==> config.mk <==
export PLATFORM = sky130hd
export DESIGN_NAME = osd_mixer_flat
export DESIGN_NICKNAME = d
export VERILOG_FILES = /design/src/verilog/osd_pkg.sv /design/src/verilog/osd_window_if.sv /design/src/verilog/osd_mixer.sv /design/src/flat_wrapper.sv
export SDC_FILE = /design/constraint.sdc
export NUM_CORES = 1
export LEC_CHECK = 0
export BUFFER_PORTS_ARGS = -buffer_cell sky130_fd_sc_hd__buf_2
export CAP_MARGIN = 40
export CORE_AREA = 2 2 39 41
export DETAILED_ROUTE_END_ITERATION = 10
export DIE_AREA = 0 0 41 43
export PLACE_DENSITY_LB_ADDON = 0.2
export REMOVE_ABC_BUFFERS = 1
export SLEW_MARGIN = 20
export SYNTH_ARGS = -nofsm -noshare
export SYNTH_HDL_FRONTEND = slang
export SYNTH_SLANG_ARGS = --single-unit
==> constraint.sdc <==
create_clock -name vclk -period 1.3
set_input_delay 0.13 -clock vclk [all_inputs]
set_output_delay 0.13 -clock vclk [all_outputs]
set_load 0.01 [all_outputs]
==> src/verilog/osd_pkg.sv <==
package osd_pkg;

	// ************************************************************************
	// widths
	// ************************************************************************

	// one colour channel of the video path
	typedef logic [5:0] colour_t;

	// one byte of the osd bitmap, eight vertical pixels
	typedef logic [7:0] osd_byte_t;

	// bitmap address
	// [10:8] bitmap line, [7:0] column
	typedef logic [10:0] osd_addr_t;

	// pixel position inside the window
	typedef logic [7:0] osd_col_t;
	typedef logic [6:0] osd_row_t;

	// pixel or line counter of the incoming video
	typedef logic [9:0] vid_cnt_t;

	// first byte of a serial transfer
	typedef logic [7:0] spi_cmd_t;

	// ************************************************************************
	// window geometry
	// ************************************************************************

	localparam vid_cnt_t OSD_WIDTH = 10'd256;
	localparam vid_cnt_t OSD_HEIGHT = 10'd128;

	// shift away from the picture centre
	localparam vid_cnt_t OSD_X_OFFSET = 10'd0;
	localparam vid_cnt_t OSD_Y_OFFSET = 10'd0;

	// tint bits, red green blue from msb down
	localparam logic [2:0] OSD_COLOR = 3'b001;

	// ************************************************************************
	// command codes
	// ************************************************************************

	// 0100_xxxe, bit 0 is the new enable value
	localparam logic [3:0] CMD_ENABLE_MASK = 4'b0100;
	// 0010_0lll, bits 2..0 select the bitmap line
	localparam logic [4:0] CMD_WRITE_MASK = 5'b00100;

endpackage

==> src/verilog/osd_window_if.sv <==
`timescale 1ns/1ns

interface osd_window_if;
	import osd_pkg::*;

	// pixel inside the window columns, outside hsync
	logic h_active;
	// line inside the window rows, outside vsync
	logic v_active;
	// column inside the window, one ahead for the byte fetch
	osd_col_t col;
	// line inside the window
	osd_row_t row;

	// sync analyzer side
	modport analyzer (
		output h_active,
		output v_active,
		output col,
		output row
	);

	// mixer side
	modport mixer (
		input h_active,
		input v_active,
		input col,
		input row
	);

endinterface

==> src/verilog/osd_mixer.sv <==
`timescale 1ns/1ns

module osd_mixer (
	input logic ce_pix,
	input osd_pkg::colour_t red_in,
	input osd_pkg::colour_t green_in,
	input osd_pkg::colour_t blue_in,
	input osd_pkg::osd_byte_t rd_data,
	input logic osd_enable,
	osd_window_if.mixer win,
	output osd_pkg::osd_addr_t rd_addr,
	output osd_pkg::colour_t red_out,
	output osd_pkg::colour_t green_out,
	output osd_pkg::colour_t blue_out
);
	import osd_pkg::*;

	// overlay drawn on this pixel
	logic osd_de;
	// bitmap bit for this pixel
	logic osd_pixel;
	osd_addr_t fetch_addr;

	// blended channel
	// pixel bit twice, tint bit, then the dimmed input
	function automatic colour_t blend(colour_t chan, logic pix, logic tint);
		blend = {pix, pix, tint, chan[5:3]};
	endfunction

	// ************************************************************************
	// bitmap fetch
	// ************************************************************************

	// each byte covers 16 lines, rows 6..4 pick the bitmap line
	assign fetch_addr = {win.row[6:4], win.col};

	// the store samples the address only on pixel enable
	// park it otherwise so the read port stays quiet
	assign rd_addr = ce_pix ? fetch_addr : '0;

	// one bit per two lines
	assign osd_pixel = rd_data[win.row[3:1]];

	// ************************************************************************
	// colour mix
	// ************************************************************************

	assign osd_de = osd_enable && win.h_active && win.v_active;

	// outside the window the input passes unchanged
	assign red_out = osd_de ? blend(red_in, osd_pixel, OSD_COLOR[2]) : red_in;
	assign green_out = osd_de ? blend(green_in, osd_pixel, OSD_COLOR[1]) : green_in;
	assign blue_out = osd_de ? blend(blue_in, osd_pixel, OSD_COLOR[0]) : blue_in;

endmodule

==> src/flat_wrapper.sv <==
// flat-port wrapper written by rule: the top's interface ports become plain ports
module osd_mixer_flat import osd_pkg::*;
  (ce_pix, red_in, green_in, blue_in, rd_data, osd_enable, rd_addr, red_out, green_out, blue_out, win_h_active, win_v_active, win_col, win_row);
  osd_window_if win_i ();
  input logic ce_pix;
  input osd_pkg::colour_t red_in;
  input osd_pkg::colour_t green_in;
  input osd_pkg::colour_t blue_in;
  input osd_pkg::osd_byte_t rd_data;
  input logic osd_enable;
  output osd_pkg::osd_addr_t rd_addr;
  output osd_pkg::colour_t red_out;
  output osd_pkg::colour_t green_out;
  output osd_pkg::colour_t blue_out;
  input wire logic [$bits(win_i.h_active)-1:0] win_h_active;
  input wire logic [$bits(win_i.v_active)-1:0] win_v_active;
  input wire logic [$bits(win_i.col)-1:0] win_col;
  input wire logic [$bits(win_i.row)-1:0] win_row;
  assign win_i.h_active = win_h_active;
  assign win_i.v_active = win_v_active;
  assign win_i.col = win_col;
  assign win_i.row = win_row;
  osd_mixer u_core (.ce_pix(ce_pix), .red_in(red_in), .green_in(green_in), .blue_in(blue_in), .rd_data(rd_data), .osd_enable(osd_enable), .win(win_i), .rd_addr(rd_addr), .red_out(red_out), .green_out(green_out), .blue_out(blue_out));
endmodule
# == Word level (Yosys, flattened, before mapping) ==
# Index checks and enable logic that the tools add are counted.
# op_classes
order_cmp,1
muxes,6
reduce_logical,2
# ops
operator,n
$mux W6,3
$mux W11,1
$lt A3 B4 Y1 const B,1
$bmux W1 S3,1
$logic_and A1 B1 Y1,2
$mux W1,1
# totals
reg_bits,0
inputBits,45
word_cells,9

# == Longest topological paths before layout ==
# logic_depth
depth_word,3
depth_mapped,4
depth_no_buf,3

# == Worst setup path before layout ==
# Ideal clock, no wire load.
# synth_timing
path_kind,input to output
startpoint,input win_row[1]
endpoint,output blue_out[4]
t_arrival_ns,0.919
setup_slack_ns,0.251
cell_stages,3
n_path_buf,0
path_cell_list,mux4_2 > nor2b_4 > o31ai_1
# synth_between
elab_chain_len,3
# synth_lines
item,line,rtl
start: declaration,flat_wrapper.sv:18,input wire logic [$bits(win_i.row)-1:0] win_row;
$bmux W1 S3,osd_mixer.sv:42,assign osd_pixel = rd_data[win.row[3:1]];
$mux W1 (not written as such),osd_mixer.sv:42,
$mux W6,osd_mixer.sv:53,"assign blue_out = osd_de ? blend(blue_in, osd_pixel, OSD_COLOR[0]) : blue_in;"
end: declaration,flat_wrapper.sv:14,output osd_pkg::colour_t blue_out;
# No other way between the ends. The select of a mux whose other input is x is not followed.

# == Worst setup path after layout ==
# layout_timing
startpoint,input win_row[1]
endpoint,output green_out[4]
# layout_between
elab_chain_len,3
# layout_lines
item,line,rtl
$bmux W1 S3,osd_mixer.sv:42,
$mux W1 (not written as such),osd_mixer.sv:42,
$mux W6,osd_mixer.sv:52,"assign green_out = osd_de ? blend(green_in, osd_pixel, OSD_COLOR[1]) : green_in;"
end: declaration,flat_wrapper.sv:13,output osd_pkg::colour_t green_out;
# No other way between the ends. The select of a mux whose other input is x is not followed.

==> results.cfg <==
[status]
outcome = finished, violations left
violations = negative setup slack

[worst_setup_path]
cp.buffers_inverters = 2
slowest_stage = mux4_2
cp.required_ns = 1.17
critPathTopFamily = multiplexers
crit_chain = buf_8 > mux4_2 > nor2b_4 > o31ai_1 > buf_2
cp_max_fo = 6
cp-startpoint = win_row[1]
worstSetupEndpoint = green_out[4]
crit_type = in2out
cp-start-kind = input pin
cp.depth = 5
end_kind = output pin
slowest_delay_ns = 0.51
arrival_ns = 1.18

[global_route]
grt_first_pass_wirelength_microns = 1650
overflow = 0
grtUsageTotal_pct = 12.5
grt_max_degree = 14
grt_pass1_vias = 445
antenna_found_initial = 0

[pwr]
p_leak_nw = 0.460
peakVddDrop_mv = 0.151
powerDensity_nw_per_um2 = 330

[cells_and_area]
num-clock-buffers = 0
post_route_cells_drive_above_1_share_pct = 71.4
stdcell_area_sq_um = 769
final_util_pct = 55.6
nets = 166
diodes = 0
flops_and_latches = 0
regArea_sq_um = 0
area_delta_synth_final_pct = 117

[timing]
timing.final.crit_share_pct = 101
max_slew_margin_pct = 87.6
rsz0062_at_grt = true
final.hold.worst_slack_ns = 0.543
worstMarginPinSlew_ns = 0.184
finalCriticalPeriod_ns = 1.31
slew_violations = 0
timing.fmax_mhz = 764
setup_violations = 1
finalHoldViolCount = 0
layout_setup_ws_ns = -0.00810

[placement]
dpl-instance-area_sq_um = 744
dp_hpwl_microns = 1050
io_buffers = 73
place.gp.congestion = 0.636

[clock_tree]
holdBufCountCts = 0
cts_setup_buffers = 0

[route]
drc = 0
via_per_inst = 4.40
wl_per_cell_microns = 8.72
first_pass_iters = 4
vias = 594
routed_wl_microns = 1180
antenna_left = 0
drt_iter0_drc = 7

[logic_synthesis]
yosysTopAreaCellShare_pct = 22.9
synth_common_cells = and2_1 (13), nand2_1 (6), o31ai_1 (6), mux2_1 (5), mux2_2 (4)
netlist_instances = 46
synth_cell_types = 15
syn_area_sq_um = 355
yosys_warnings = 0
synth.top_cells.by_area = and2_1 (23%), mux2_1 (16%), mux2_2 (13%), o31ai_1 (13%), mux4_2 (6.3%)
syn_avg_cell_area_sq_um = 7.72
synthMostInstantiatedCell = and2_1
synth-seq-area-share_pct = 0
yosysTopAreaCell = and2_1

[floorplan]
die_area_sq_um = 1760
fp.dieH_microns = 43
die_w_microns = 41
core-area_sq_um = 1380
rows = 14
start_util_pct = 25.7
pin_count = 74

[hold_path]
hp-class = in2out

[flow_run]
drv_cap = 0
cell usage in the layout (no fill, tap or decap), types with 2 or more instances in the layout:
cell / count
and2_1: 13
nand2_1: 6
mux2_2: 4
o31ai_1: 4
buf_2: 72
mux2i_1: 2
o31ai_2: 2
mux2_1: 5
buf_4: 2
per-stage QoR:
stage | setup TNS [ns] | cells | total power [W] | worst slack [ns]
after floorplan | -0.0334 | 43 | 0.000114 | -0.00557
after global placement | -0.0603 | 135 | 0.000244 | -0.0145
after detailed placement | -0.0606 | 135 | 0.000247 | -0.0160
after CTS | 0 | 135 | 0.000252 | 0.0204
after global routing | -0.310 | 135 | 0.000284 | -0.0582
final | -0.00810 | 135 | 0.000254 | -0.00810
per-layer routing:
layer | routed length (microns) | vias up | global-route usage [%]
met5 | 0 | - | 0
met4 | 0 | 0 | 0
met3 | 208 | 0 | 0.524
met2 | 544 | 47 | 25.9
met1 | 424 | 236 | 13.0
li1 | - | 311 | -
kinds of logic (layout without fill, tap and decap cells):
logic type	after synthesis	in the layout	synth area share, %
AND/OR/NAND/NOR	24	24	39.1
multiplexers	12	12	40.5
AO/OA/AOI/OAI	7	7	15.1
buffers and inverters	3	76	5.28
worst min path at each step:
stage,startpoint,to,slack [ns],depth (start not counted)
after global placement,blue_in[3],blue_out[3],0.54,3
after CTS,win_col[6],rd_addr[6],0.55,3
after detailed placement,win_col[6],rd_addr[6],0.55,3
final,blue_in[3],blue_out[3],0.54,3
after global routing,blue_in[3],blue_out[3],0.57,3
after floorplan,blue_in[3],blue_out[3],0.39,1
power by group:
group          switching (W)  total [W]  internal (W)  leakage (nW)
Sequential                 0          0             0             0
Combinational       0.000112   0.000254      0.000143         0.460
Clock                      0          0             0             0
Total               0.000112   0.000254      0.000143         0.460
final cells by class:
cell class                      count  area (sq um)
Fill cell                         136           614
Timing Repair Buffer               76           402
Multi-Input combinational cell     43           348
Tap cell                           16          20.0
tightest hold or removal path: stages:
cell and delay (ns):
buf_2 0.08, nand2b_1 0.08, buf_2 0.12
repair_timing:
| action | in CTS | in global routing |
|---|---|---|
| pin swaps | 7 | 5 |
| cloned | 0 | 0 |
| gates resized for setup | 3 | 3 |
| setup endpoints to repair | 6 | 6 |
Power figures use the tool's default switching activity.
