`src/verilog/osd_pkg.sv`:
```
package osd_pkg;

	// ************************************************************************
	// widths
	// ************************************************************************

	// one colour channel of the video path
	typedef logic [5:0] colour_t;

	// one byte of the osd bitmap, eight vertical pixels
	typedef logic [7:0] osd_byte_t;

	// bitmap address
	// [10:8] bitmap line, [7:0] column
	typedef logic [10:0] osd_addr_t;

	// pixel position inside the window
	typedef logic [7:0] osd_col_t;
	typedef logic [6:0] osd_row_t;

	// pixel or line counter of the incoming video
	typedef logic [9:0] vid_cnt_t;

	// first byte of a serial transfer
	typedef logic [7:0] spi_cmd_t;

	// ************************************************************************
	// window geometry
	// ************************************************************************

	localparam vid_cnt_t OSD_WIDTH = 10'd256;
	localparam vid_cnt_t OSD_HEIGHT = 10'd128;

	// shift away from the picture centre
	localparam vid_cnt_t OSD_X_OFFSET = 10'd0;
	localparam vid_cnt_t OSD_Y_OFFSET = 10'd0;

	// tint bits, red green blue from msb down
	localparam logic [2:0] OSD_COLOR = 3'b001;

	// ************************************************************************
	// command codes
	// ************************************************************************

	// 0100_xxxe, bit 0 is the new enable value
	localparam logic [3:0] CMD_ENABLE_MASK = 4'b0100;
	// 0010_0lll, bits 2..0 select the bitmap line
	localparam logic [4:0] CMD_WRITE_MASK = 5'b00100;

endpackage

```
`src/verilog/osd_window_if.sv`:
```
`timescale 1ns/1ns

interface osd_window_if;
	import osd_pkg::*;

	// pixel inside the window columns, outside hsync
	logic h_active;
	// line inside the window rows, outside vsync
	logic v_active;
	// column inside the window, one ahead for the byte fetch
	osd_col_t col;
	// line inside the window
	osd_row_t row;

	// sync analyzer side
	modport analyzer (
		output h_active,
		output v_active,
		output col,
		output row
	);

	// mixer side
	modport mixer (
		input h_active,
		input v_active,
		input col,
		input row
	);

endinterface

```
`src/verilog/osd_sync_analyzer.sv`:
```
`timescale 1ns/1ns

module osd_sync_analyzer (
	input logic clk_sys,
	input logic ss,
	input logic ce_pix,
	input logic hs_in,
	input logic vs_in,
	osd_window_if.analyzer win
);
	import osd_pkg::*;

	// horizontal measurement
	logic hs_d1;
	logic hs_d2;
	vid_cnt_t h_cnt;
	vid_cnt_t hs_high;
	vid_cnt_t hs_low;
	logic hs_pol;
	vid_cnt_t h_width;
	vid_cnt_t h_start;
	vid_cnt_t h_end;
	vid_cnt_t h_col;
	logic h_win;

	// vertical measurement
	logic hs_prev;
	logic line_tick;
	logic vs_d1;
	logic vs_d2;
	vid_cnt_t v_cnt;
	vid_cnt_t vs_high;
	vid_cnt_t vs_low;
	logic vs_pol;
	vid_cnt_t v_width;
	vid_cnt_t v_start;
	vid_cnt_t v_end;
	vid_cnt_t v_row;
	logic v_win;

	// all four phase lengths seen at least once
	logic meas_valid;

	// ************************************************************************
	// horizontal, counted in pixels
	// ************************************************************************

	// sync is the shorter phase, the visible part the longer one
	assign hs_pol = hs_high < hs_low;
	assign h_width = hs_pol ? hs_low : hs_high;
	// centred window, counted from the end of hsync
	assign h_start = (h_width >> 1) + OSD_X_OFFSET - (OSD_WIDTH >> 1);
	// flag is registered, open for counts h_start+1 up to h_end
	assign h_end = h_start + OSD_WIDTH;

	always_ff @(posedge clk_sys or posedge ss) begin
		if (ss) begin
			hs_d1 <= 1'b0;
			hs_d2 <= 1'b0;
			h_cnt <= '0;
			hs_high <= '0;
			hs_low <= '0;
		end else if (ce_pix) begin
			hs_d1 <= hs_in;
			hs_d2 <= hs_d1;
			// counter sits one below the phase length at the closing edge
			if (hs_d2 && !hs_d1) begin
				// falling edge closes a high phase
				h_cnt <= '0;
				hs_high <= h_cnt + 10'd1;
			end else if (!hs_d2 && hs_d1) begin
				// rising edge closes a low phase
				h_cnt <= '0;
				hs_low <= h_cnt + 10'd1;
			end else begin
				h_cnt <= h_cnt + 10'd1;
			end
		end
	end

	// ************************************************************************
	// vertical, counted in lines
	// ************************************************************************

	assign vs_pol = vs_high < vs_low;
	assign v_width = vs_pol ? vs_low : vs_high;
	assign v_start = (v_width >> 1) + OSD_Y_OFFSET - (OSD_HEIGHT >> 1);
	assign v_end = v_start + OSD_HEIGHT;

	// one tick per rising edge of hsync
	assign line_tick = hs_in && !hs_prev;

	always_ff @(posedge clk_sys or posedge ss) begin
		if (ss) begin
			hs_prev <= 1'b0;
			vs_d1 <= 1'b0;
			vs_d2 <= 1'b0;
			v_cnt <= '0;
			vs_high <= '0;
			vs_low <= '0;
		end else begin
			hs_prev <= hs_in;
			if (line_tick) begin
				vs_d1 <= vs_in;
				vs_d2 <= vs_d1;
				if (vs_d2 && !vs_d1) begin
					v_cnt <= '0;
					vs_high <= v_cnt + 10'd1;
				end else if (!vs_d2 && vs_d1) begin
					v_cnt <= '0;
					vs_low <= v_cnt + 10'd1;
				end else begin
					v_cnt <= v_cnt + 10'd1;
				end
			end
		end
	end

	// ************************************************************************
	// window flags
	// ************************************************************************

	assign meas_valid = (hs_high != '0) && (hs_low != '0) && (vs_high != '0) && (vs_low != '0);

	always_ff @(posedge clk_sys or posedge ss) begin
		if (ss) begin
			h_win <= 1'b0;
			v_win <= 1'b0;
		end else begin
			// sync level always closes the window
			if (hs_in == hs_pol)
				h_win <= 1'b0;
			else if (meas_valid && h_cnt == h_start)
				h_win <= 1'b1;
			else if (h_cnt == h_end)
				h_win <= 1'b0;
			if (vs_in == vs_pol)
				v_win <= 1'b0;
			else if (meas_valid && v_cnt == v_start)
				v_win <= 1'b1;
			else if (v_cnt == v_end)
				v_win <= 1'b0;
		end
	end

	// flag lags the counter by one
	// so this column runs one pixel ahead for the registered byte read
	assign h_col = h_cnt - h_start;
	assign v_row = v_cnt - v_start;

	assign win.h_active = h_win;
	assign win.v_active = v_win;
	assign win.col = h_col[7:0];
	assign win.row = v_row[6:0];

	// window must have closed before the sync pulse starts
	assert property (@(posedge clk_sys) disable iff (ss)
		(hs_in == hs_pol) |-> !win.h_active);

endmodule

```
`src/flat_wrapper.sv`:
```
// flat-port wrapper written by rule: the top's interface ports become plain ports
module osd_sync_analyzer_flat import osd_pkg::*;
  (clk_sys, ss, ce_pix, hs_in, vs_in, win_h_active, win_v_active, win_col, win_row);
  osd_window_if win_i ();
  input logic clk_sys;
  input logic ss;
  input logic ce_pix;
  input logic hs_in;
  input logic vs_in;
  output wire logic [$bits(win_i.h_active)-1:0] win_h_active;
  output wire logic [$bits(win_i.v_active)-1:0] win_v_active;
  output wire logic [$bits(win_i.col)-1:0] win_col;
  output wire logic [$bits(win_i.row)-1:0] win_row;
  assign win_h_active = win_i.h_active;
  assign win_v_active = win_i.v_active;
  assign win_col = win_i.col;
  assign win_row = win_i.row;
  osd_sync_analyzer u_core (.clk_sys(clk_sys), .ss(ss), .ce_pix(ce_pix), .hs_in(hs_in), .vs_in(vs_in), .win(win_i));
endmodule
```
`config.mk`:
```
export PLATFORM = sky130hd
export DESIGN_NAME = osd_sync_analyzer_flat
export DESIGN_NICKNAME = d
export VERILOG_FILES = /design/src/verilog/osd_pkg.sv /design/src/verilog/osd_window_if.sv /design/src/verilog/osd_sync_analyzer.sv /design/src/flat_wrapper.sv
export SDC_FILE = /design/constraint.sdc
export NUM_CORES = 1
export LEC_CHECK = 0
export ABC_AREA = 1
export BUFFER_PORTS_ARGS = -buffer_cell sky130_fd_sc_hd__buf_4
export CAP_MARGIN = 40
export CORE_ASPECT_RATIO = 1.4
export CORE_MARGIN = 4
export CORE_UTILIZATION = 63
export DETAILED_ROUTE_END_ITERATION = 16
export GPL_TIMING_DRIVEN = 1
export HOLD_SLACK_MARGIN = 0.08
export PLACE_DENSITY = 0.79
export SLEW_MARGIN = 30
export SYNTH_ARGS = -nofsm -noshare
export SYNTH_HDL_FRONTEND = slang
export SYNTH_SLANG_ARGS = --single-unit
export TNS_END_PERCENT = 50
```
`constraint.sdc`:
```
create_clock -name clk_sys -period 6.19 [get_ports clk_sys]
set_input_delay 1.238 -clock clk_sys [delete_from_list [all_inputs] [get_ports clk_sys]]
set_output_delay 1.238 -clock clk_sys [all_outputs]
set_load 0.01 [all_outputs]
```
After elaboration in Yosys (flattened, before gate mapping) --
Cells that the tools add are included.
Storage, ports and cells: register bits 67, input port bits 5
Cells by class: add/subtract/negate cells 8, magnitude comparators 2, eq/ne operators 6, multiplexer cells 12, bitwise logic cells 2, reduce and logical (&&, ||, !) cells 25
Operators by type and width (count):
- $mux 10 | 6
- $eq 10x10->1 | 4
- $reduce_bool 10->1 | 4
- $add 10x1->10 const B | 2
- $lt 10x10->1 | 2
- $add 10x8->10 const B | 1
- $add 10x9->10 const B | 1
- $logic_and 1x1->1 | 10
- $sub 9x7->10 const B | 1
- $sub 9x8->10 const B | 1
- $sub 8x8->8 | 1
- $sub 7x7->7 | 1
- $mux 1 | 6
- $reduce_and 3->1 | 2
- $reduce_bool 3->1 | 2
- $logic_not 1->1 | 5
- $reduce_and 2->1 | 2
- $eq 1x1->1 | 2
- $not 1->1 | 2

Logic depth before layout (Yosys ltp) --
depth after elaboration 8, mapped depth 22

Least setup slack after synthesis --
No wires, ideal clock.
kind reg2out, start register u_core.hs_high[9], end output win_col[7], arrival time 2909 ps, required time 4952 ps, slack 2043 ps, cell stages (with the launch flop) 16, path buffers 1, path through dfrtp_1 ha_1 inv_2 nor3_2 o211ai_2 nand3_2 clkbuf_1 a21oi_1 ha_1 nand2_1 o21ai_0 a21oi_1 o21bai_1 a21o_1 a21oi_1 xnor2_1
On the way: cells in the longest elaborated chain, start to end 4
Ends and longest elaborated chain:
- start: declaration | RTL line osd_sync_analyzer.sv:17 | vid_cnt_t hs_high;
- start signal: assignment | RTL line osd_sync_analyzer.sv:70 | hs_high <= h_cnt + 10'd1;
- $lt 10x10->1 | RTL line osd_sync_analyzer.sv:49 | assign hs_pol = hs_high < hs_low;
- $mux 10 | RTL line osd_sync_analyzer.sv:50 | assign h_width = hs_pol ? hs_low : hs_high;
- $sub 9x8->10 | RTL line osd_sync_analyzer.sv:52 | assign h_start = (h_width >> 1) + OSD_X_OFFSET - (OSD_WIDTH >> 1);
- $sub 8x8->8 | RTL line osd_sync_analyzer.sv:148 | assign h_col = h_cnt - h_start;
- end: declaration | RTL line flat_wrapper.sv:12 | output wire logic [$bits(win_i.col)-1:0] win_col;
No other way between the ends.

Worst setup path after layout --
start register u_core.hs_low[7], end output win_col[7]
On the way: cells in the longest elaborated chain, start to end 4
Ends and longest elaborated chain:
- start: declaration | RTL line osd_sync_analyzer.sv:18 | vid_cnt_t hs_low;
- start signal: assignment | RTL line osd_sync_analyzer.sv:74 | hs_low <= h_cnt + 10'd1;
- $lt 10x10->1 | RTL line osd_sync_analyzer.sv:49
- $mux 10 * | RTL line osd_sync_analyzer.sv:50
- $sub 9x8->10 * | RTL line osd_sync_analyzer.sv:52
- $sub 8x8->8 * | RTL line osd_sync_analyzer.sv:148
Mark *: on every way between the ends. The rest lies on a longest branch, timed or not.

==> flow_metrics.py <==
metrics = {
    "yosys": {
        "synth_fp_nets": 604,
        "synth_area_leaders": "dfrtp_1, nand2_1, ha_1",
        "syn-cell-area_um2": 4400,
        "avgSynthCellArea_um2": 7.858,
        "synth_top_area_cell": "dfrtp_1",
        "yosysUniqueCellTypes": 38,
        "synthCells": 560,
        "ys_warn_count": 0,
        "synth.top_cell.area_share_pct": 38.10,
        "synth_seq_area_share_pct": 38.10,
        "ys_seq_elements": 67,
    },
    "setup_path": {
        "path_class": "reg -> out",
        "cp_cell_sequence": "inv_1, ha_1, a21oi_1, nor3_1, a211oi_2, nand3_2, o21ai_0, inv_1, ha_1, nand2_1, o21ai_0, a21oi_1, o21bai_1, a21o_1, a21oi_1, xnor2_1, buf_4",
        "cp.arrival_ns": 3.79,
        "critPathMaxStageDelay_ns": 0.40,
        "cp_max_fo": 18,
        "required_ns": 4.95,
        "start_kind": "register",
        "slowest_stage": "o21ai_0",
        "cp-end-kind": "output pin",
        "cp_common_cell": "a21oi_1",
    },
    "drt": {
        "route.detailed.drc": 0,
        "viasPerCell": 5.537,
        "drt-wirelength-per-cell_um": 14.58,
        "ant_nets": 0,
        "vias": 3776,
        "drt-total-wl_mm": 9.946,
        "detail_route.iter0.violations": 274,
        "first_pass_iters": 5,
    },
    "final_layout": {
        "finalNetCount": 629,
        "final_common_cell": "nand2_1",
        "diodes": 0,
        "layout_common_cells": "nand2_1, inv_1, dfrtp_1",
        "syn2layout_area_growth_pct": 10.66,
        "drive_gt1_share_pct": 11.19,
    },
    "die": {
        "die_x_um": 78.64,
        "die_y_um": 106.9,
        "io_pins": 22,
        "die-area_um2": 8405,
        "core_area_um2": 6700,
        "rows": 35,
        "start_util_pct": 65.68,
    },
    "hold_path": {
        "min_path_type": "reg -> reg",
    },
    "cts": {
        "cts_tree": "yes",
        "ctsResizeCount": 0,
        "cts_max_path_buffers": 2,
        "cts_buffers": 9,
        "numClockSinks": 67,
        "h-tree-depth": 3,
        "insertion_delay_ns": 0.34,
        "postCtsSetupRepairBufs": 0,
        "cts_hold_buf": 0,
        "root_buffer": "clkbuf_8",
        "clkSlewWorstSetupHoldPaths_ns": 0.07,
    },
    "grt": {
        "grt_remaining_overflow": 0,
        "grt_use_total_pct": 25.71,
        "grt_pass1_wl_mm": 16.95,
        "antenna_found_initial": 0,
        "grt_pass1_vias": 3767,
        "grt_start_max_net_pins": 68,
    },
    "place": {
        "portBuffers": 21,
        "routabilityCongestion": 0.9391,
        "hpwl_mm": 7.726,
    },
    "sta": {
        "slew-limit-headroom_pct": 50.65,
        "final_max_slew_viol_count": 0,
        "skew_ns": 0.007746,
        "rsz0062_at_grt": "false",
        "max_freq_mhz": 198.8,
        "setup_viol": 0,
        "final.period_utilization_pct": 81.25,
        "tightestPinTransition_ns": 0.7346,
        "setup_tns_ns": 0,
        "fin_crit_ns": 5.030,
        "finalHoldViolCount": 0,
    },
    "pwr": {
        "p_per_area_nw_per_um2": 592.3,
        "cellInternalPower_uw": 1533,
        "netSwitchingFraction_pct": 46.86,
        "clkPwrFrac_pct": 12.8,
        "power.leakage_uw": 0.002390,
        "total_power_uw": 2884,
        "pwr-share-comb_pct": 67.3,
        "seqPwrFrac_pct": 20.0,
        "irDropWorstVdd_uv": 449.8,
        "p_switching_uw": 1352,
    },
    "run": {
        "drv_cap": 0,
    },
    "outcome": {
        "outcome": "completed",
    },
}
==> worst max-delay path, delay by kind of cell, from the launching register on <==
kind	cells	cell delay (ns)
DFF	1	0.37
buffers and inverters	3	0.33
xor gates and xnor gates	1	0.18
AOI/OAI and AO/OA	8	1.59
adders and majority gates	2	0.55
and+or+nand+nor	3	0.44
==> cell families after synthesis <==
logic type,synth area share [%]
AOI/OAI and AO/OA,13.93
xor gates and xnor gates,5.175
adders and majority gates,11.43
buffers and inverters,8.274
DFF,38.10
and+or+nand+nor,23.09
==> per-stage QoR <==
| step | hold slack, ns | setup WS [ns] | area, µm² | std cells | utilization (%) |
|---|---|---|---|---|---|
| after floorplan | 0.4530 | 2.043 | 4400 | 560 | - |
| after global placement | 0.4664 | 1.653 | 4647 | 665 | 69.36 |
| after detailed placement | 0.4735 | 1.559 | 4647 | 665 | 69.36 |
| after CTS | 0.4904 | 1.159 | 4850 | 681 | 72.38 |
| after global routing | 0.5037 | 0.7490 | 4870 | 682 | 72.68 |
| final | 0.4862 | 1.160 | 4870 | 682 | 72.68 |
==> cells in the mapped netlist, drive strengths merged <==
cell type,count
nor2,31
a22o,1
xor2,21
and3,1
a211oi,2
nand2,139
o31ai,2
a22oi,1
inv,88
o21ai,64
nor3,12
nand3b,1
nor4,4
ha,37
a21oi,22
o21a,1
o21bai,1
clkbuf,9
xnor2,5
nand4,12
nand3,21
o211ai,1
fa,2
a21o,2
o22ai,13
dfrtp,67
==> registers in the layout, indices dropped and copies added (netlist names) <==
name and count:
u_core.vs_high 10, u_core.hs_low 10, u_core.v_cnt 10, u_core.hs_high 10, u_core.hs_prev 1, u_core.hs_d2 1
u_core.win.h_active 1, u_core.vs_low 10, u_core.hs_d1 1, u_core.h_cnt 10, u_core.win.v_active 1, u_core.vs_d1 1
u_core.vs_d2 1
==> per-layer routing <==
layer | track usage, % | part of all wire (%)
met5 | 0 | 0
met4 | 12.00 | 3.6
met3 | 3.361 | 2.9
met2 | 47.75 | 55
met1 | 28.55 | 39
==> area by class of cell <==
type                    count  area (µm²)
clock buffers              10       137.6
clock inverters             6       65.06
fillers                   545        1831
inverters                  88       330.3
multi-input cells         396        2360
flip-flops and latches     67        1677
well taps                  92       115.1
repair buffers             23       185.2
==> power groups by stage <==
stage                     combinational, µW  sequential (µW)  clock, µW
after floorplan                        1340              561          0
after global placement                 1910              579          0
after detailed placement               1950              583          0
after CTS                              1960              574        370
after global routing                   2180              586        387
final                                  1940              576        368
==> final timing paths <==
check | slack (ns) | end | from | depth (start not counted)
setup / recovery | 1.16 | win_col[7] | u_core.hs_low[7] | 17
hold / removal | 0.49 | u_core.hs_low[5] | u_core.hs_low[5] | 2
setup reg to reg | 3.06 | u_core.win.h_active | u_core.hs_low[7] | 13
hold reg to reg | 0.49 | u_core.hs_low[5] | u_core.hs_low[5] | 2
max in group asynchronous | 4.68 | u_core.h_cnt[4] | ss | 4
min in group asynchronous | 0.97 | u_core.v_cnt[1] | ss | 3
Power figures use the tool's default switching activity.
