<file path="src/verilog/osd_pkg.sv">
package osd_pkg;

	// ************************************************************************
	// widths
	// ************************************************************************

	// one colour channel of the video path
	typedef logic [5:0] colour_t;

	// one byte of the osd bitmap, eight vertical pixels
	typedef logic [7:0] osd_byte_t;

	// bitmap address
	// [10:8] bitmap line, [7:0] column
	typedef logic [10:0] osd_addr_t;

	// pixel position inside the window
	typedef logic [7:0] osd_col_t;
	typedef logic [6:0] osd_row_t;

	// pixel or line counter of the incoming video
	typedef logic [9:0] vid_cnt_t;

	// first byte of a serial transfer
	typedef logic [7:0] spi_cmd_t;

	// ************************************************************************
	// window geometry
	// ************************************************************************

	localparam vid_cnt_t OSD_WIDTH = 10'd256;
	localparam vid_cnt_t OSD_HEIGHT = 10'd128;

	// shift away from the picture centre
	localparam vid_cnt_t OSD_X_OFFSET = 10'd0;
	localparam vid_cnt_t OSD_Y_OFFSET = 10'd0;

	// tint bits, red green blue from msb down
	localparam logic [2:0] OSD_COLOR = 3'b001;

	// ************************************************************************
	// command codes
	// ************************************************************************

	// 0100_xxxe, bit 0 is the new enable value
	localparam logic [3:0] CMD_ENABLE_MASK = 4'b0100;
	// 0010_0lll, bits 2..0 select the bitmap line
	localparam logic [4:0] CMD_WRITE_MASK = 5'b00100;

endpackage

</file>
<file path="src/verilog/osd_spi_rx.sv">
`timescale 1ns/1ns

module osd_spi_rx (
	input logic clk_sys,
	input logic ss,
	input logic spi_sck,
	input logic spi_cs_n,
	input logic spi_sdi,
	output osd_pkg::osd_byte_t rx_byte,
	output logic rx_valid,
	output logic rx_first
);
	import osd_pkg::*;

	// two flop synchronizers for the serial lines
	logic [1:0] sck_sync;
	logic [1:0] cs_sync;
	logic [1:0] sdi_sync;
	// third sck stage for edge detection
	logic sck_prev;
	logic sck_rise;
	// bit position inside the current byte
	logic [2:0] bit_cnt;
	// next completed byte is the command byte
	logic first_pend;
	osd_byte_t shift_q;

	assign sck_rise = sck_sync[1] && !sck_prev;

	// ************************************************************************
	// control
	// ************************************************************************

	always_ff @(posedge clk_sys or posedge ss) begin
		if (ss) begin
			sck_sync <= 2'b00;
			// chip select idles deselected
			cs_sync <= 2'b11;
			sck_prev <= 1'b0;
			bit_cnt <= 3'd0;
			first_pend <= 1'b1;
			rx_valid <= 1'b0;
			rx_first <= 1'b0;
		end else begin
			sck_sync <= {sck_sync[0], spi_sck};
			cs_sync <= {cs_sync[0], spi_cs_n};
			sck_prev <= sck_sync[1];
			rx_valid <= 1'b0;
			if (cs_sync[1]) begin
				// deselected, drop any partial byte
				bit_cnt <= 3'd0;
				first_pend <= 1'b1;
			end else if (sck_rise) begin
				bit_cnt <= bit_cnt + 3'd1;
				if (bit_cnt == 3'd7) begin
					rx_valid <= 1'b1;
					rx_first <= first_pend;
					first_pend <= 1'b0;
				end
			end
		end
	end

	// ************************************************************************
	// data path, msb first
	// ************************************************************************

	always_ff @(posedge clk_sys) begin
		sdi_sync <= {sdi_sync[0], spi_sdi};
		if (sck_rise && !cs_sync[1]) begin
			shift_q <= {shift_q[6:0], sdi_sync[1]};
			// last bit goes straight into the output byte
			if (bit_cnt == 3'd7)
				rx_byte <= {shift_q[6:0], sdi_sync[1]};
		end
	end

	// a byte needs eight sck periods, so strobes are never adjacent
	assert property (@(posedge clk_sys) disable iff (ss) rx_valid |=> !rx_valid);

endmodule

</file>
<file path="config.mk">
export PLATFORM = sky130hd
export DESIGN_NAME = osd_spi_rx
export DESIGN_NICKNAME = d
export VERILOG_FILES = /design/src/verilog/osd_pkg.sv /design/src/verilog/osd_spi_rx.sv
export SDC_FILE = /design/constraint.sdc
export NUM_CORES = 1
export LEC_CHECK = 0
export BUFFER_PORTS_ARGS = -buffer_cell sky130_fd_sc_hd__buf_2
export CORE_UTILIZATION = 50
export DETAILED_ROUTE_END_ITERATION = 6
export PLACE_DENSITY = 0.72
export SKIP_CTS_REPAIR_TIMING = 1
export SYNTH_ARGS = -nofsm -noshare
export SYNTH_HDL_FRONTEND = slang
export SYNTH_SLANG_ARGS = --single-unit
export TNS_END_PERCENT = 50
</file>
<file path="constraint.sdc">
create_clock -name clk_sys -period 2.1 [get_ports clk_sys]
set_input_delay 0.315 -clock clk_sys [delete_from_list [all_inputs] [get_ports clk_sys]]
set_output_delay 0.315 -clock clk_sys [all_outputs]
set_load 0.1 [all_outputs]
</file>
# ---- After elaboration in Yosys (flattened, before gate mapping)
# Cells that the tools add are included.
dict set report word_totals {
  register_bits 28
  in_bits 5
  out_inout_bits 10
  word_cells 30
}
dict set report op_classes {
  addsub 1
  eq_ne 1
  n_mux 8
  bitwise 1
  n_reduce_logical 9
}
# op count
set ops {}
lappend ops {{$mux W1} 6}
lappend ops {{$mux W3} 2}
lappend ops {{$reduce_and A2 Y1} 2}
lappend ops {{$reduce_bool A2 Y1} 2}
lappend ops {{$add A3 B1 Y3 const B} 1}
lappend ops {{$eq A3 B3 Y1 const B} 1}
lappend ops {{$reduce_and A3 Y1} 1}
lappend ops {{$logic_and A1 B1 Y1} 2}
lappend ops {{$logic_not A1 Y1} 2}
lappend ops {{$not A1 Y1} 1}

# ---- Longest topological paths before layout
# Gate-level depths: netlist of the first run.
dict set report depth {
  depth_word 4
  ltp_mapped 5
  mapped_depth_nobuf 5
}

# ---- Worst setup path after synthesis of the first run
# No wires, ideal clock.
dict set report synth_timing {
  kind {reg-to-reg}
  startpoint {reg bit_cnt[0]}
  endpoint {reg rx_first}
  setup_ns 0.126
  arrival_time_ns 1.374
  t_required_ns 1.974
  setup_slack_ns 0.600
  path_stages_with_launch 6
  path_buffers 0
  synth_period_minus_slack_ns 1.500
  cell_sequence {dfrtp_1 ha_1 ha_1 nand3b_4 nor2_2 mux2_4}
}
dict set report synth_via {
  elab_chain_cells 2
}
# item line_no
set synth_lines {}
lappend synth_lines {{from (decl)} osd_spi_rx.sv:23} ;# logic [2:0] bit_cnt;
lappend synth_lines {{from (signal assigned)} osd_spi_rx.sv:54} ;# bit_cnt <= bit_cnt + 3'd1;
lappend synth_lines {{$eq A3 B3 Y1} osd_spi_rx.sv:55} ;# if (bit_cnt == 3'd7) begin
lappend synth_lines {{$reduce_and A3 Y1 (no source line)} --}
lappend synth_lines {{to (signal assigned)} osd_spi_rx.sv:57} ;# rx_first <= first_pend;
lappend synth_lines {{to (decl)} osd_spi_rx.sv:11} ;# output logic rx_first
# Every way passes these cells.
# A chain may end at the register's enable or synchronous reset.

# ---- Worst setup path after layout of the first run
# Same ends and word-level chain as after synthesis.

==> results of run 1 <==
-- sequential cells by signal, summed over array words and instances, names as in the netlist --
register / count
rx_byte: 8
cs_sync: 2
sck_sync: 2
sdi_sync: 2
shift_q: 7
rx_valid: 1
bit_cnt: 3
sck_prev: 1
rx_first: 1
first_pend: 1
-- power breakdown --
part	switching, mW	total (mW)	leakage (nW)	internal [mW]
Sequential	0.00856	0.600	0.289	0.592
Clock	0.133	0.202	0.0154	0.0692
Combinational	0.0109	0.0214	0.147	0.0105
Total	0.152	0.824	0.451	0.671
-- synth_stat cells, types with 2 or more instances --
cell	number
sky130_fd_sc_hd__a21oi_1	2
sky130_fd_sc_hd__dfrtp_1	8
sky130_fd_sc_hd__dfstp_2	3
sky130_fd_sc_hd__dfxtp_1	2
sky130_fd_sc_hd__edfxtp_1	15
sky130_fd_sc_hd__ha_1	2
sky130_fd_sc_hd__nand2_1	4
sky130_fd_sc_hd__nor2_1	3
-- path summary, 6_finish.rpt --
path / from / slack [ps] / endpoint
max: bit_cnt[0] / 430 / rx_first
min: spi_cs_n / 90 / cs_sync[0]
max reg2reg: bit_cnt[0] / 430 / rx_first
min reg2reg: sdi_sync[0] / 340 / sdi_sync[1]
max in group asynchronous: ss / 1270 / cs_sync[1]
min in group asynchronous: ss / 520 / sck_prev
-- routing by layer --
| metal | global-route usage [%] | vias to the layer above | wire length (µm) |
|---|---|---|---|
| li1 | - | 202 | - |
| met4 | 5.455 | 0 | 0 |
| met2 | 21.76 | 14 | 549 |
| met1 | 16.38 | 202 | 486 |
| met5 | 0 | - | 0 |
| met3 | 2.449 | 0 | 42 |
-- stage by stage --
| step | power [mW] | cells | cell area [µm²] | worst slack (ps) |
|---|---|---|---|---|
| 2_1_floorplan | 0.6222 | 47 | 909.6 | 599.8 |
| 3_3_place_gp | 0.6307 | 87 | 1018 | 499.2 |
| 3_5_place_dp | 0.6323 | 87 | 1018 | 443.2 |
| 4_1_cts | 0.8333 | 91 | 1045 | 412.0 |
| 5_1_grt | 0.8622 | 92 | 1055 | 340.1 |
| 6_report | 0.8238 | 92 | 1055 | 434.7 |
-- worst max-delay path, cell delays in order, from the launching register on --
cell	delay (ps)
sky130_fd_sc_hd__dfrtp_1	390
sky130_fd_sc_hd__ha_1	150
sky130_fd_sc_hd__ha_1	190
sky130_fd_sc_hd__nand3b_4	100
sky130_fd_sc_hd__nor2_2	390
sky130_fd_sc_hd__mux2_4	340
-- cells in the final DEF, fill, tap and decap left out, drive strengths merged --
cell         netlist  routed
dfxtp              2       2
a21oi              2       2
ha                 2       2
xnor2              1       1
buf                0      15
dfstp              3       3
dfrtp              8       8
a21o               1       1
mux2               1       1
dlygate4sd3        0       1
clkinv             0       1
nand3b             1       1
inv                1       1
edfxtp            15      15
nor2               4       4
and2b              1       1
or2b               1       1
nand2              4       4
clkbuf             0       3
-- layout make-up --
cell class                      instances  area [µm²]
Tap cell                               25       31.28
Fill cell                             129       653.1
Sequential cell                        28       769.5
Clock inverter                          1       3.754
Timing Repair Buffer                   16       87.58
Clock buffer                            3       22.52
Inverter                                1       3.754
Multi-Input combinational cell         18       136.4
-- cell families after synthesis --
kind of cell	share of synthesized area, %
adders and majority gates	2.751
and+or+nand+nor	7.566
buffers and inverters	0.4123
AOI/OAI and AO/OA	2.063
xor gates and xnor gates	0.9630
DFF	84.59
muxes	1.650
==> results.py, run 1 <==
metrics = {
    "power_and_ir_drop": {
        "power.static_leakage_nw": 0.4514,
        "p_per_area_nw_per_um2": 781.0,
        "vdd.ir_drop.worst_uv": 532.0,
    },
    "drt": {
        "viasPerCell": 4.543,
        "drc_errors": 0,
        "route.detailed.wl_per_inst_um": 11.71,
        "drt-total-wl_um": 1077,
        "route.vias.total": 418,
        "final_antenna_violating_net_count": 0,
        "iteration_count_of_the_initial_detailed_routing_pass": 3,
        "drtIter0Drc": 2,
    },
    "grt": {
        "globalRouteOverflowTotal": 0,
        "number_of_antenna_violations_at_the_first_check_in_global_routing": 0,
        "via_count_of_the_first_global_routing_pass": 388,
        "grt_first_pass_wirelength_um": 1745,
        "grtUsageTotal_pct": 12.91,
        "grt_max_degree": 16,
    },
    "clock_tree": {
        "cts_tree": "done",
        "clockRootBuffer": "sky130_fd_sc_hd__clkbuf_4",
        "clockBufferDepth": 2,
        "cts.sink_count": 28,
        "cts_made_buffers": 3,
        "clk_pin_slew_worst_paths_ps": 130,
        "htree_levels": 1,
        "clk-insertion-delay-late_ps": 300,
    },
    "floorplanning": {
        "number_of_rows_created_at_floorplan": 15,
        "placeableCoreArea_um2": 1708,
        "fp.dieArea_um2": 1994,
        "starting_density_of_the_core_pct": 53.26,
        "x_dimension_of_the_die_um": 44.65,
        "top_level_ports": 15,
        "die_height_um": 44.65,
    },
    "placed_design": {
        "post-dp-hpwl_um": 796.3,
        "globalplace.congestion": 0.6841,
        "io_buffers": 14,
    },
    "timing": {
        "finalMaxSlewViolations": 0,
        "fin_worst_hold_slack_ps": 94.53,
        "worst_clock_skew_ps": 4.855,
        "setup_repair_after_global_routing_missed_its_margin": "false",
        "timing.slew.headroom_pct": 67.91,
        "max_slew.worst_pin.slew_ps": 480.8,
        "timing.final.setup_violations": 0,
        "achievable-frequency_mhz": 600.5,
        "layout_worst_path_cycle_share_pct": 79.30,
        "fin_crit_ps": 1665,
        "final.setup.tns_ps": 0,
        "timing.final.hold_violations": 0,
    },
    "final_layout": {
        "diode_count": 0,
        "area_delta_synth_final_pct": 15.96,
        "post-route-util_pct": 61.76,
        "layout-drive-gt1-share_pct": 38.81,
        "fin_nets": 75,
    },
    "synth": {
        "number_of_enable_type_register_cells_in_the_synthesized_netlist": 15,
        "synth-warning-count": 0,
        "synth_cell_types": 16,
        "portion_of_synthesized_cell_area_occupied_by_the_leading_cell_type_pct": 49.52,
        "synth_seq_cells": 28,
        "flip_flop_cell_with_the_highest_count_after_synthesis": "sky130_fd_sc_hd__edfxtp_1",
        "synth_largest_area_cell": "sky130_fd_sc_hd__edfxtp_1",
        "post_synth.cell_area_avg_um2": 19.35,
        "asyncSetResetFlopFracSynth_pct": 39.29,
        "synth_area_um2": 909.6,
        "syn_nets": 54,
        "sequential_element_share_of_the_synthesized_area_pct": 84.59,
        "post_synth_inst_count": 47,
        "yosys-top-cells-area": "sky130_fd_sc_hd__edfxtp_1 50%, sky130_fd_sc_hd__dfrtp_1 22%, sky130_fd_sc_hd__dfstp_2 8.7%, sky130_fd_sc_hd__dfxtp_1 4.4%, sky130_fd_sc_hd__ha_1 2.8%",
    },
    "min_path": {
        "min-delay-path-class": "in -> reg",
        "timing.hold.worst_path_depth": 1,
    },
    "status": {
        "status": "finished, final reports clean",
    },
    "worst_setup_path": {
        "worst_setup_path_start_kind": "flop",
        "rr_worst_depth": 5,
        "worst_ep_required_time_ps": 2300,
        "cp_max_fo": 9,
        "timing_worst_setup_path_type": "reg -> reg",
        "worst_ep_arrival_time_ps": 1870,
        "element_type_at_the_critical_path_end": "flop",
    },
    "flow_run": {
        "max_cap_violations": 0,
    },
}
No activity file was read; power rests on OpenSTA's default activity.
==> inputs of run 2 (changes only) <==
--- a/config.mk
+++ b/config.mk
@@ -5,6 +5,7 @@
 export SDC_FILE = /design/constraint.sdc
 export NUM_CORES = 1
 export LEC_CHECK = 0
+export ABC_AREA = 1
 export BUFFER_PORTS_ARGS = -buffer_cell sky130_fd_sc_hd__buf_2
 export CORE_UTILIZATION = 50
 export DETAILED_ROUTE_END_ITERATION = 6
==> constraint.sdc (replaced) <==
create_clock -name clk_sys -period 1.6 [get_ports clk_sys]
set_input_delay 0.24 -clock clk_sys [delete_from_list [all_inputs] [get_ports clk_sys]]
set_output_delay 0.24 -clock clk_sys [all_outputs]
set_load 0.1 [all_outputs]
==> run 2 against run 1 <==
Total power rose by 54%; global-route usage up 0.61 points; clock power increased by 120%; critical endpoint is now rx_first; sequential power is 31% higher; first-iteration DRC count up 100%; worst setup slack lost 200 ps; largest power group unchanged; flip-flop and latch count unchanged; non-clock buffer count up 2; via count up 14%; sequential share of layout area decreased by 3.6 points; worst hold slack gained 250 ps; critical path depth decreased by 4; largest cell class unchanged.
==> results.py, run 2 <==
metrics = {
    "timing": {
        "worst_clock_skew_ps": 7.622,
        "timing.final.setup_violations": 0,
        "timing.final.hold_violations": 0,
        "max_slew.worst_pin.slew_ps": 486.6,
        "fin_crit_ps": 1368,
        "finalMaxSlewViolations": 0,
        "setup_repair_after_global_routing_missed_its_margin": "false",
        "achievable-frequency_mhz": 730.9,
        "final.setup.tns_ps": 0,
        "timing.final.ws_setup_ps": 231.8,
        "layout_worst_path_cycle_share_pct": 85.51,
        "timing.slew.headroom_pct": 67.78,
    },
    "synth": {
        "syn_nets": 61,
        "asyncSetResetFlopFracSynth_pct": 39.29,
        "yosys-top-cells-area": "sky130_fd_sc_hd__edfxtp_1 49%, sky130_fd_sc_hd__dfrtp_1 22%, sky130_fd_sc_hd__dfstp_2 8.6%, sky130_fd_sc_hd__dfxtp_1 4.4%, sky130_fd_sc_hd__nand2_1 2.9%",
        "synth_seq_cells": 28,
        "synth-warning-count": 0,
        "synth_area_um2": 915.9,
        "post_synth_inst_count": 54,
        "number_of_enable_type_register_cells_in_the_synthesized_netlist": 15,
        "yosys.area_share.xor_xnor_pct": 0,
        "post_synth.cell_area_avg_um2": 16.96,
        "synthAdderAreaFrac_pct": 2.732,
        "sequential_element_share_of_the_synthesized_area_pct": 84.02,
        "synth_largest_area_cell": "sky130_fd_sc_hd__edfxtp_1",
        "portion_of_synthesized_cell_area_occupied_by_the_leading_cell_type_pct": 49.18,
        "yosys-mux-area-fraction_pct": 0,
        "compound_gate_portion_of_the_synthesized_area_pct": 0.5464,
        "synth_simple_gate_area_share_pct": 10.25,
        "synthMostInstantiatedCell": "sky130_fd_sc_hd__edfxtp_1",
        "ys_top_cells_by_count": "15 x sky130_fd_sc_hd__edfxtp_1, 8 x sky130_fd_sc_hd__dfrtp_1, 7 x sky130_fd_sc_hd__nand2_1, 4 x sky130_fd_sc_hd__inv_1",
        "synth_top_family_by_area": "simple AND/OR/NAND/NOR gates",
        "flip_flop_cell_with_the_highest_count_after_synthesis": "sky130_fd_sc_hd__edfxtp_1",
        "synth_cell_types": 16,
    },
    "grt": {
        "via_count_of_the_first_global_routing_pass": 417,
        "grtUsageTotal_pct": 13.51,
        "number_of_antenna_violations_at_the_first_check_in_global_routing": 0,
        "grt_first_pass_wirelength_um": 1814,
        "globalRouteOverflowTotal": 0,
        "grt_max_degree": 17,
    },
    "placed_design": {
        "io_buffers": 14,
        "detailedPlace.worstSlack_ps": 270.1,
        "post-dp-hpwl_um": 745.7,
        "post-place-cells": 93,
        "globalplace.congestion": 0.7207,
    },
    "final_layout": {
        "layout.cells.non_filler": 101,
        "largest_register_ffs": 8,
        "final_common_cell": "sky130_fd_sc_hd__edfxtp_1",
        "largest_register": "rx_byte",
        "fin_nets": 84,
        "area_delta_synth_final_pct": 21.17,
        "largest_registers": "rx_byte: 8 flops, shift_q: 7 flops, bit_cnt: 3 flops",
        "layout_common_cells": "15 x sky130_fd_sc_hd__edfxtp_1, 14 x sky130_fd_sc_hd__buf_2, 8 x sky130_fd_sc_hd__dfrtp_1",
        "diode_count": 0,
        "layout-drive-gt1-share_pct": 36.84,
    },
    "drt": {
        "drt-total-wl_um": 1150,
        "drc_errors": 0,
        "iteration_count_of_the_initial_detailed_routing_pass": 4,
        "final_antenna_violating_net_count": 0,
        "drtIter0Drc": 4,
        "route.vias.total": 475,
        "viasPerCell": 4.703,
        "route.detailed.wl_per_inst_um": 11.39,
    },
    "worst_setup_path": {
        "cp_slowest_stage_delay_ps": 430,
        "timing_worst_setup_path_type": "reg -> out",
        "element_type_at_the_critical_path_end": "output port",
        "worst_ep_required_time_ps": 1360,
        "worst_ep_arrival_time_ps": 1130,
        "crit_slowest_cell": "sky130_fd_sc_hd__buf_2",
        "top_delay_family_on_crit_path": "buffers and inverters",
        "cp.depth": 1,
        "worst_setup_path_start_kind": "flop",
        "timing.critical_path.cells": "buf_2",
        "cp_max_fo": 2,
        "rr_worst_depth": 4,
        "critical_path.n_buffers_inverters": 1,
    },
    "clock_tree": {
        "clk_pin_slew_worst_paths_ps": 140,
        "cts_tree": "done",
        "clockRootBuffer": "sky130_fd_sc_hd__clkbuf_4",
        "cts_made_buffers": 3,
        "cts.sink_count": 28,
        "htree_levels": 1,
        "clk-insertion-delay-late_ps": 330,
        "clockBufferDepth": 2,
    },
    "power_and_ir_drop": {
        "part_of_the_power_in_registers_pct": 61.8,
        "power.static_leakage_nw": 0.4998,
        "design_power_total_mw": 1.272,
        "internal_power_contribution_mw": 1.044,
        "switching_share_pct": 17.90,
        "power.switching_mw": 0.2278,
        "clockPowerShare_pct": 35.6,
        "combinational_fraction_of_design_power_pct": 2.7,
        "p_per_area_nw_per_um2": 1146,
        "vdd.ir_drop.worst_uv": 689.2,
    },
    "floorplanning": {
        "top_level_ports": 15,
        "fp.dieArea_um2": 2007,
        "number_of_rows_created_at_floorplan": 15,
        "placeableCoreArea_um2": 1727,
        "die_height_um": 44.80,
        "x_dimension_of_the_die_um": 44.80,
        "starting_density_of_the_core_pct": 53.04,
    },
    "min_path": {
        "timing.hold.worst_path_depth": 0,
        "min-delay-path-class": "reg -> reg",
    },
    "flow_run": {
        "max_cap_violations": 0,
    },
    "status": {
        "status": "finished, final reports clean",
    },
}
-- run 2: cell type report --
cell class                      count  area, µm²
Clock inverter                      1      30.03
Timing Repair Buffer               18      110.1
Multi-Input combinational cell     20      123.9
Fill cell                         148      616.8
Sequential cell                    28      769.5
Inverter                            6      22.52
Tap cell                           25      31.28
Clock buffer                        3      22.52
-- run 2: logic make-up after synthesis --
logic type / count (synthesis)
AOI/OAI and AO/OA: 1
adders and majority gates: 2
DFF: 28
and+or+nand+nor: 17
buffers and inverters: 6
-- run 2: per-stage QoR --
stage                     util (%)  cell area, µm²  hold slack, ps
after floorplan                  -           915.9           90.29
after global placement       58.91            1017           234.5
after global routing         64.28            1110           349.6
after detailed placement     58.91            1017           240.2
final                        64.28            1110           344.4
after CTS                    61.96            1070          -122.7
-- run 2: worst paths after layout --
path	start	slack, ps	endpoint
hold reg to reg	sdi_sync[0]	340	sdi_sync[1]
min in group asynchronous	ss	420	sck_sync[0]
max in group asynchronous	ss	880	first_pend
setup / recovery	rx_first	230	rx_first
hold / removal	sdi_sync[0]	340	sdi_sync[1]
setup reg to reg	bit_cnt[0]	270	rx_byte[7]
-- run 2: per-layer routing --
layer | track usage (%) | part of all wire, % | up-vias
li1 | - | - | 226
met2 | 20.00 | 50 | 16
met5 | 0 | 0 | -
met1 | 17.65 | 43 | 228
met4 | 10.91 | 3.0 | 0
met3 | 2.400 | 3.9 | 5
-- run 2: power groups by stage --
stage	clock network (mW)	registers (mW)	logic (mW)
after floorplan	0	0.799	0.0179
after global placement	0	0.800	0.0261
after detailed placement	0	0.801	0.0268
after CTS	0.456	0.786	0.0270
after global routing	0.482	0.788	0.0394
final	0.452	0.786	0.0341
